===== config.mk =====
export PLATFORM = sky130hd
export DESIGN_NAME = dcache_ctrl_flat
export DESIGN_NICKNAME = d
export VERILOG_FILES = /design/src/rtl/dcache_pkg.sv /design/src/rtl/dcache_ctrl_if.sv /design/src/rtl/dcache_ctrl.sv /design/src/flat_wrapper.sv
export SDC_FILE = /design/constraint.sdc
export NUM_CORES = 1
export LEC_CHECK = 0
export ABC_AREA = 1
export BUFFER_PORTS_ARGS = -buffer_cell sky130_fd_sc_hd__buf_2
export CAP_MARGIN = 20
export CELL_PAD_IN_SITES_DETAIL_PLACEMENT = 2
export CELL_PAD_IN_SITES_GLOBAL_PLACEMENT = 2
export CORE_MARGIN = 3
export CORE_UTILIZATION = 30
export CTS_CLUSTER_DIAMETER = 60
export DETAILED_ROUTE_END_ITERATION = 6
export GPL_TIMING_DRIVEN = 0
export MAX_ROUTING_LAYER = met4
export PLACE_DENSITY = 0.93
export SKIP_CTS_REPAIR_TIMING = 1
export SLEW_MARGIN = 20
export SYNTH_ARGS = -nofsm -noshare
export SYNTH_HDL_FRONTEND = slang
export SYNTH_SLANG_ARGS = --single-unit

===== constraint.sdc =====
create_clock -name clk -period 4.67 [get_ports clk]
set_input_delay 0.934 -clock clk [delete_from_list [all_inputs] [get_ports clk]]
set_output_delay 0.934 -clock clk [all_outputs]
set_load 0.01 [all_outputs]

===== src/rtl/dcache_pkg.sv =====
// Data cache sizes and address field positions
// Cache line and tag entry types
`default_nettype none

package dcache_pkg;

    localparam int ADDR_W           = 32;
    localparam int DATA_W           = 32;
    localparam int LINE_W           = 128;
    localparam int WORDS_PER_LINE   = LINE_W / DATA_W;
    localparam int BYTES_PER_LINE   = LINE_W / 8;
    localparam int OFFSET_BITS      = $clog2(BYTES_PER_LINE);
    localparam int IDX_BITS         = 6;
    localparam int NUM_SETS         = 1 << IDX_BITS;
    localparam int TAG_LSB          = OFFSET_BITS + IDX_BITS;
    localparam int TAG_BITS         = ADDR_W - TAG_LSB;
    localparam int VICTIM_ENTRIES   = 4;
    localparam int VICTIM_ADDR_BITS = TAG_BITS + IDX_BITS;  // Line address

    typedef logic [LINE_W-1:0] line_t;

    // One entry of the tag RAM
    typedef struct packed {
        logic                valid;
        logic                dirty;
        logic [TAG_BITS-1:0] tag;
    } tag_entry_t;

endpackage

`default_nettype wire


===== src/rtl/dcache_ctrl_if.sv =====
// Strobes from the cache controller to the datapath
// and the status flags returned by the datapath
`default_nettype none

interface dcache_ctrl_if;

    logic                             cache_wr;        // Merge store into line
    logic                             line_wr;         // Refill from memory
    logic                             line_clean;      // Clear dirty bit
    logic                             victim_wr;       // Copy line to victim buffer
    logic                             victim_restore;  // Victim line back to cache
    logic                             tag_init;        // Write an invalid tag
    logic                             use_flush_idx;
    logic [dcache_pkg::IDX_BITS-1:0]  flush_idx;

    // Flags for the set read at the previous edge
    logic                             hit;
    logic                             dirty;
    logic                             valid;
    logic                             victim_hit;

    modport ctrl (
        output cache_wr, line_wr, line_clean, victim_wr, victim_restore, tag_init,
        output use_flush_idx, flush_idx,
        input  hit, dirty, valid, victim_hit
    );

    modport dp (
        input  cache_wr, line_wr, line_clean, victim_wr, victim_restore, tag_init,
        input  use_flush_idx, flush_idx,
        output hit, dirty, valid, victim_hit
    );

endinterface

`default_nettype wire


===== src/rtl/dcache_ctrl.sv =====
// Data cache controller FSM
// Hit, writeback, eviction, refill, victim restore, flush and tag init walk
`default_nettype none

module dcache_ctrl (
    input  wire           clk,
    input  wire           rst_n,
    input  wire           req_i,
    input  wire           we_i,
    input  wire           flush_i,
    output logic          ack_o,
    output logic          flush_done_o,
    output logic          mem_req_o,
    output logic          mem_we_o,
    input  wire           mem_ack_i,
    dcache_ctrl_if.ctrl   ctrl
);

    typedef enum logic [3:0] {
        S_INIT,
        S_IDLE,
        S_COMPARE,
        S_WRITEBACK,
        S_EVICT,
        S_REFILL,
        S_RESTORE,
        S_FLUSH_WALK,
        S_FLUSH_WB
    } state_e;

    state_e                           state_q, state_d;
    logic [dcache_pkg::IDX_BITS-1:0]  cnt_q, cnt_d;  // Set counter for both walks
    logic                             chk_q, chk_d;  // Flush walk tag is readable
    logic                             ack_d, done_d;
    logic                             last_set;

    assign last_set = (int'(cnt_q) == dcache_pkg::NUM_SETS - 1);

    always_comb begin
        state_d = state_q;
        cnt_d   = cnt_q;
        chk_d   = 1'b0;
        ack_d   = 1'b0;
        done_d  = 1'b0;
        case (state_q)
            S_INIT: begin
                cnt_d = cnt_q + 1'b1;
                if (last_set) begin
                    state_d = S_IDLE;
                end
            end
            S_IDLE: begin
                // Skip the cycle in which the previous ack or done is still up
                if (req_i && !ack_o) begin
                    state_d = S_COMPARE;
                end else if (flush_i && !flush_done_o) begin
                    state_d = S_FLUSH_WALK;
                    cnt_d   = '0;
                end
            end
            S_COMPARE: begin
                if (ctrl.hit) begin
                    state_d = S_IDLE;
                    ack_d   = 1'b1;
                end else if (ctrl.valid && ctrl.dirty) begin
                    state_d = S_WRITEBACK;
                end else if (ctrl.valid) begin
                    state_d = S_EVICT;
                end else begin
                    state_d = S_REFILL;
                end
            end
            S_WRITEBACK: if (mem_ack_i) state_d = S_EVICT;
            S_EVICT:     state_d = S_REFILL;
            S_REFILL: begin
                if (ctrl.victim_hit) begin
                    state_d = S_RESTORE;
                end else if (mem_ack_i) begin
                    state_d = S_IDLE;  // Replay the lookup
                end
            end
            S_RESTORE:   state_d = S_IDLE;
            S_FLUSH_WALK: begin
                chk_d = !chk_q;
                if (chk_q) begin
                    if (ctrl.valid && ctrl.dirty) begin
                        state_d = S_FLUSH_WB;
                    end else if (last_set) begin
                        state_d = S_IDLE;
                        done_d  = 1'b1;
                    end else begin
                        cnt_d = cnt_q + 1'b1;
                    end
                end
            end
            S_FLUSH_WB: begin
                if (mem_ack_i && last_set) begin
                    state_d = S_IDLE;
                    done_d  = 1'b1;
                end else if (mem_ack_i) begin
                    state_d = S_FLUSH_WALK;
                    cnt_d   = cnt_q + 1'b1;
                end
            end
            default:     state_d = S_IDLE;
        endcase
    end

    always_ff @(posedge clk) begin
        if (!rst_n) begin
            state_q      <= S_INIT;
            cnt_q        <= '0;
            chk_q        <= 1'b0;
            ack_o        <= 1'b0;
            flush_done_o <= 1'b0;
        end else begin
            state_q      <= state_d;
            cnt_q        <= cnt_d;
            chk_q        <= chk_d;
            ack_o        <= ack_d;
            flush_done_o <= done_d;
        end
    end

    // No memory read when the victim buffer holds the line
    assign mem_req_o = (state_q == S_WRITEBACK) || (state_q == S_FLUSH_WB) ||
                       ((state_q == S_REFILL) && !ctrl.victim_hit);
    assign mem_we_o  = (state_q == S_WRITEBACK) || (state_q == S_FLUSH_WB);

    assign ctrl.cache_wr       = (state_q == S_COMPARE) && ctrl.hit && we_i;
    assign ctrl.line_wr        = (state_q == S_REFILL) && !ctrl.victim_hit && mem_ack_i;
    assign ctrl.line_clean     = mem_we_o && mem_ack_i;  // Written back, now clean
    assign ctrl.victim_wr      = (state_q == S_EVICT);
    assign ctrl.victim_restore = (state_q == S_RESTORE);
    assign ctrl.tag_init       = (state_q == S_INIT);
    assign ctrl.use_flush_idx  = (state_q == S_INIT) || (state_q == S_FLUSH_WALK) ||
                                 (state_q == S_FLUSH_WB);
    assign ctrl.flush_idx      = cnt_q;

endmodule

`default_nettype wire


===== src/flat_wrapper.sv =====
// flat-port wrapper written by rule: the top's interface ports become plain ports
module dcache_ctrl_flat 
  (clk, rst_n, req_i, we_i, flush_i, ack_o, flush_done_o, mem_req_o, mem_we_o, mem_ack_i, ctrl_cache_wr, ctrl_line_wr, ctrl_line_clean, ctrl_victim_wr, ctrl_victim_restore, ctrl_tag_init, ctrl_use_flush_idx, ctrl_flush_idx, ctrl_hit, ctrl_dirty, ctrl_valid, ctrl_victim_hit);
  dcache_ctrl_if ctrl_i ();
  input  wire clk;
  input  wire rst_n;
  input  wire req_i;
  input  wire we_i;
  input  wire flush_i;
  output logic ack_o;
  output logic flush_done_o;
  output logic mem_req_o;
  output logic mem_we_o;
  input  wire mem_ack_i;
  output wire logic [$bits(ctrl_i.cache_wr)-1:0] ctrl_cache_wr;
  output wire logic [$bits(ctrl_i.line_wr)-1:0] ctrl_line_wr;
  output wire logic [$bits(ctrl_i.line_clean)-1:0] ctrl_line_clean;
  output wire logic [$bits(ctrl_i.victim_wr)-1:0] ctrl_victim_wr;
  output wire logic [$bits(ctrl_i.victim_restore)-1:0] ctrl_victim_restore;
  output wire logic [$bits(ctrl_i.tag_init)-1:0] ctrl_tag_init;
  output wire logic [$bits(ctrl_i.use_flush_idx)-1:0] ctrl_use_flush_idx;
  output wire logic [$bits(ctrl_i.flush_idx)-1:0] ctrl_flush_idx;
  input wire logic [$bits(ctrl_i.hit)-1:0] ctrl_hit;
  input wire logic [$bits(ctrl_i.dirty)-1:0] ctrl_dirty;
  input wire logic [$bits(ctrl_i.valid)-1:0] ctrl_valid;
  input wire logic [$bits(ctrl_i.victim_hit)-1:0] ctrl_victim_hit;
  assign ctrl_cache_wr = ctrl_i.cache_wr;
  assign ctrl_line_wr = ctrl_i.line_wr;
  assign ctrl_line_clean = ctrl_i.line_clean;
  assign ctrl_victim_wr = ctrl_i.victim_wr;
  assign ctrl_victim_restore = ctrl_i.victim_restore;
  assign ctrl_tag_init = ctrl_i.tag_init;
  assign ctrl_use_flush_idx = ctrl_i.use_flush_idx;
  assign ctrl_flush_idx = ctrl_i.flush_idx;
  assign ctrl_i.hit = ctrl_hit;
  assign ctrl_i.dirty = ctrl_dirty;
  assign ctrl_i.valid = ctrl_valid;
  assign ctrl_i.victim_hit = ctrl_victim_hit;
  dcache_ctrl u_core (.clk(clk), .rst_n(rst_n), .req_i(req_i), .we_i(we_i), .flush_i(flush_i), .ack_o(ack_o), .flush_done_o(flush_done_o), .mem_req_o(mem_req_o), .mem_we_o(mem_we_o), .mem_ack_i(mem_ack_i), .ctrl(ctrl_i));
endmodule

==> out/metrics.cfg <==
[worst_hold_path]
holdPathStages=2
hp-class=reg2reg
worstHoldStart=u_core.ctrl.flush_idx[5]$_SDFFE_PN0P_
min_to=u_core.ctrl.flush_idx[5]$_SDFFE_PN0P_

[floorplan]
dieHeight_um=66.3
placementRows=21
start_util_pct=32.0
dieArea_mm2=0.00440
die_w_um=66.3
io_pins=27
core_area_mm2=0.00342

[synthesis]
synth_top_family_by_area=simple AND/OR/NAND/NOR gates
async_flop_share_pct=0
syn_area_per_cell_um2=6.58
yosysSeqAreaShare_pct=23.8
yosysWarnings=0
synth-edff-count=0
synth_area_mm2=0.00109
syn_inst=166
ys_seq_elements=13
synth-simple-area-share_pct=54.5
synth_compound_gate_area_share_pct=9.16
synth.net_count=177
synth_top_flop_cell=dfxtp_1
ys_top_cells_by_count=nand2_1, nor2_1, inv_1
synthTopCellsByArea=dfxtp_1, nand2_1, nand3_1, nor2_1, inv_1
synth_xor_area_share_pct=2.41
yosysMostFrequentCell=nand2_1
synth_cell_types=30
synth_top_area_cell=dfxtp_1
synth_top_area_share_pct=23.8
synth_fa_ha_area_share_pct=1.15
muxShareOfSynthArea_pct=0

[pwr]
vdd_drop_max_uv=138
p_leak_nw=0.659
powerDensity_mw_per_mm2=438

[detailed_routing]
via_per_inst=5.10
final_antenna_net_count=0
vias=1234
routed_wl_um=4140
routedWlPerCell_um=17.1
drt_iter0_drc=47
drc=0
dr.pass1.iters=4

[critical_path]
cp.arrival_ps=1580
worstPathCellList=buf_4 -> nor2_4 -> nand3_2 -> nand2_1 -> inv_1 -> nand2_1 -> buf_2
cp-start-kind=flip-flop
cp_max_fo=8
slowest_stage=dfxtp_1
rr_worst_depth=9
r2r-end=u_core.ctrl.flush_idx[4]$_SDFFE_PN0P_
path_class=reg2out
critPathMaxStageDelay_ps=310
crit_top_cell=nand2_1
r2r-start=u_core.ctrl.flush_idx[1]$_SDFFE_PN0P_
endpoint_kind=output port
worstPathRequired_ps=3740
reg2reg_slack_ps=2820

[sta]
tns_ps=0
fin_ws_ps=2160
grt_setup_unrepaired=no
max_freq_mhz=398
final_max_slew_viol_count=0
slew_headroom_pct=77.5
setup_viol=0
fin_crit_sh_pct=53.8
fin_crit_ps=2510
finClkSkew_ps=3.93
hold_viol=0
worst_pin_slew_ps=336

[clock_tree]
clk_latency_ps=280
numCtsBuffers=3
htreeDepth=1
cts.clk_slew.worst_paths_ps=90
clock_path_buffers=2
root_buffer=clkbuf_4
cts_tree=done
cts.sinks=13

[layout]
area_delta_synth_final_pct=19.6
drive_above_1_share_pct=27.6
fill_cells=433
diodes=0
finalInstanceArea_mm2=0.00131
nets=208

[placed_design]
gp_routability_congestion=0.891
preCtsSetupSlack_ps=2210
place_area_mm2=0.00128
hpwl_um=3270
port_buffers=26

[global_route]
grt_overflow_total=0
grt_start_max_net_pins=11
antenna_found_initial=0
grt_use_total_pct=21.5
first_global_vias=1384
grt_first_pass_wirelength_um=7020

[run_status]
status=finished, final reports clean

[run]
drv_cap=0

-- cells by family (layout without fill, tap and decap cells) --
logic type                 Yosys count  count (layout)
and+or+nand+nor                    107             107
buffers and inverters               25              55
AOI/OAI and AO/OA                   17              17
DFF                                 13              13
xor gates and xnor gates             3               3
adders and majority gates            1               1
-- flip-flops by register name, indices dropped and copies added (netlist names) --
| signal | cells |
|---|---|
| u_core.flush_done_o | 1 |
| u_core.chk_q | 1 |
| u_core.state_q | 4 |
| u_core.ctrl.flush_idx | 6 |
| u_core.ack_o | 1 |
-- layer usage --
layer	GRT usage, %	share of wire [%]
met1	25.4	42
met2	38.5	54
met3	3.74	3.0
met4	3.81	1.4
met5	-	0
-- where the power goes --
| part | switching, mW | total [mW] | internal (mW) |
|---|---|---|---|
| Sequential | 0.0239 | 0.152 | 0.128 |
| Combinational | 0.225 | 0.346 | 0.121 |
| Clock | 0.0401 | 0.0733 | 0.0332 |
-- worst max-delay path: cells and delay by family (launching register included) --
family / cells / cell delay [ps]
buffers and inverters: 3 / 430
DFF: 1 / 310
and+or+nand+nor: 4 / 570
-- final cells by class --
type	count	area [um^2]	area share (%)
clock buffers	4	26.3	2.01
multi-input cells	128	734	56.2
repair buffers	26	130	9.96
inverters	24	90.1	6.90
plain buffers	1	7.51	0.575
flip-flops and latches	13	260	19.9
well taps	46	57.6	4.41
-- layout by cell type (no fill, tap or decap), types with 3 or more instances in the layout --
cell type   n
nand3_2     3
nor3_1      3
a21oi_1     8
dfxtp_1    13
nand2_1    41
nor2_4      3
inv_1      19
nor2_2      4
buf_2      26
nand4_1     3
nand2_4     4
nor2_1     20
inv_2       4
nor2_8      3
nand3_1    16
clkbuf_4    3
-- stage by stage --
stage / util, % / cells / hold WS (ps) / total power, mW
2_1_floorplan: - / 166 / 498 / 0.395
3_3_place_gp: 37.5 / 238 / 492 / 0.471
3_5_place_dp: 37.5 / 238 / 509 / 0.495
4_1_cts: 38.2 / 242 / 538 / 0.579
5_1_grt: 38.2 / 242 / 566 / 0.623
6_report: 38.2 / 242 / 544 / 0.572
-- how the worst max path moves through the flow --
stage / from / to / slack (ps) / depth (start not counted)
global placement: ctrl_victim_hit / mem_req_o / 2230 / 4
floorplan: ctrl_victim_hit / ctrl_line_wr / 2440 / 2
finish: u_core.state_q[1]$_SDFFE_PN0P_ / ctrl_use_flush_idx / 2160 / 7
detailed placement: ctrl_victim_hit / mem_req_o / 2210 / 4
CTS: u_core.state_q[1]$_SDFFE_PN0P_ / ctrl_use_flush_idx / 2150 / 7
global route: u_core.state_q[1]$_SDFFE_PN0P_ / ctrl_use_flush_idx / 2050 / 7
Note: power is estimated with default switching activity, not from simulation.
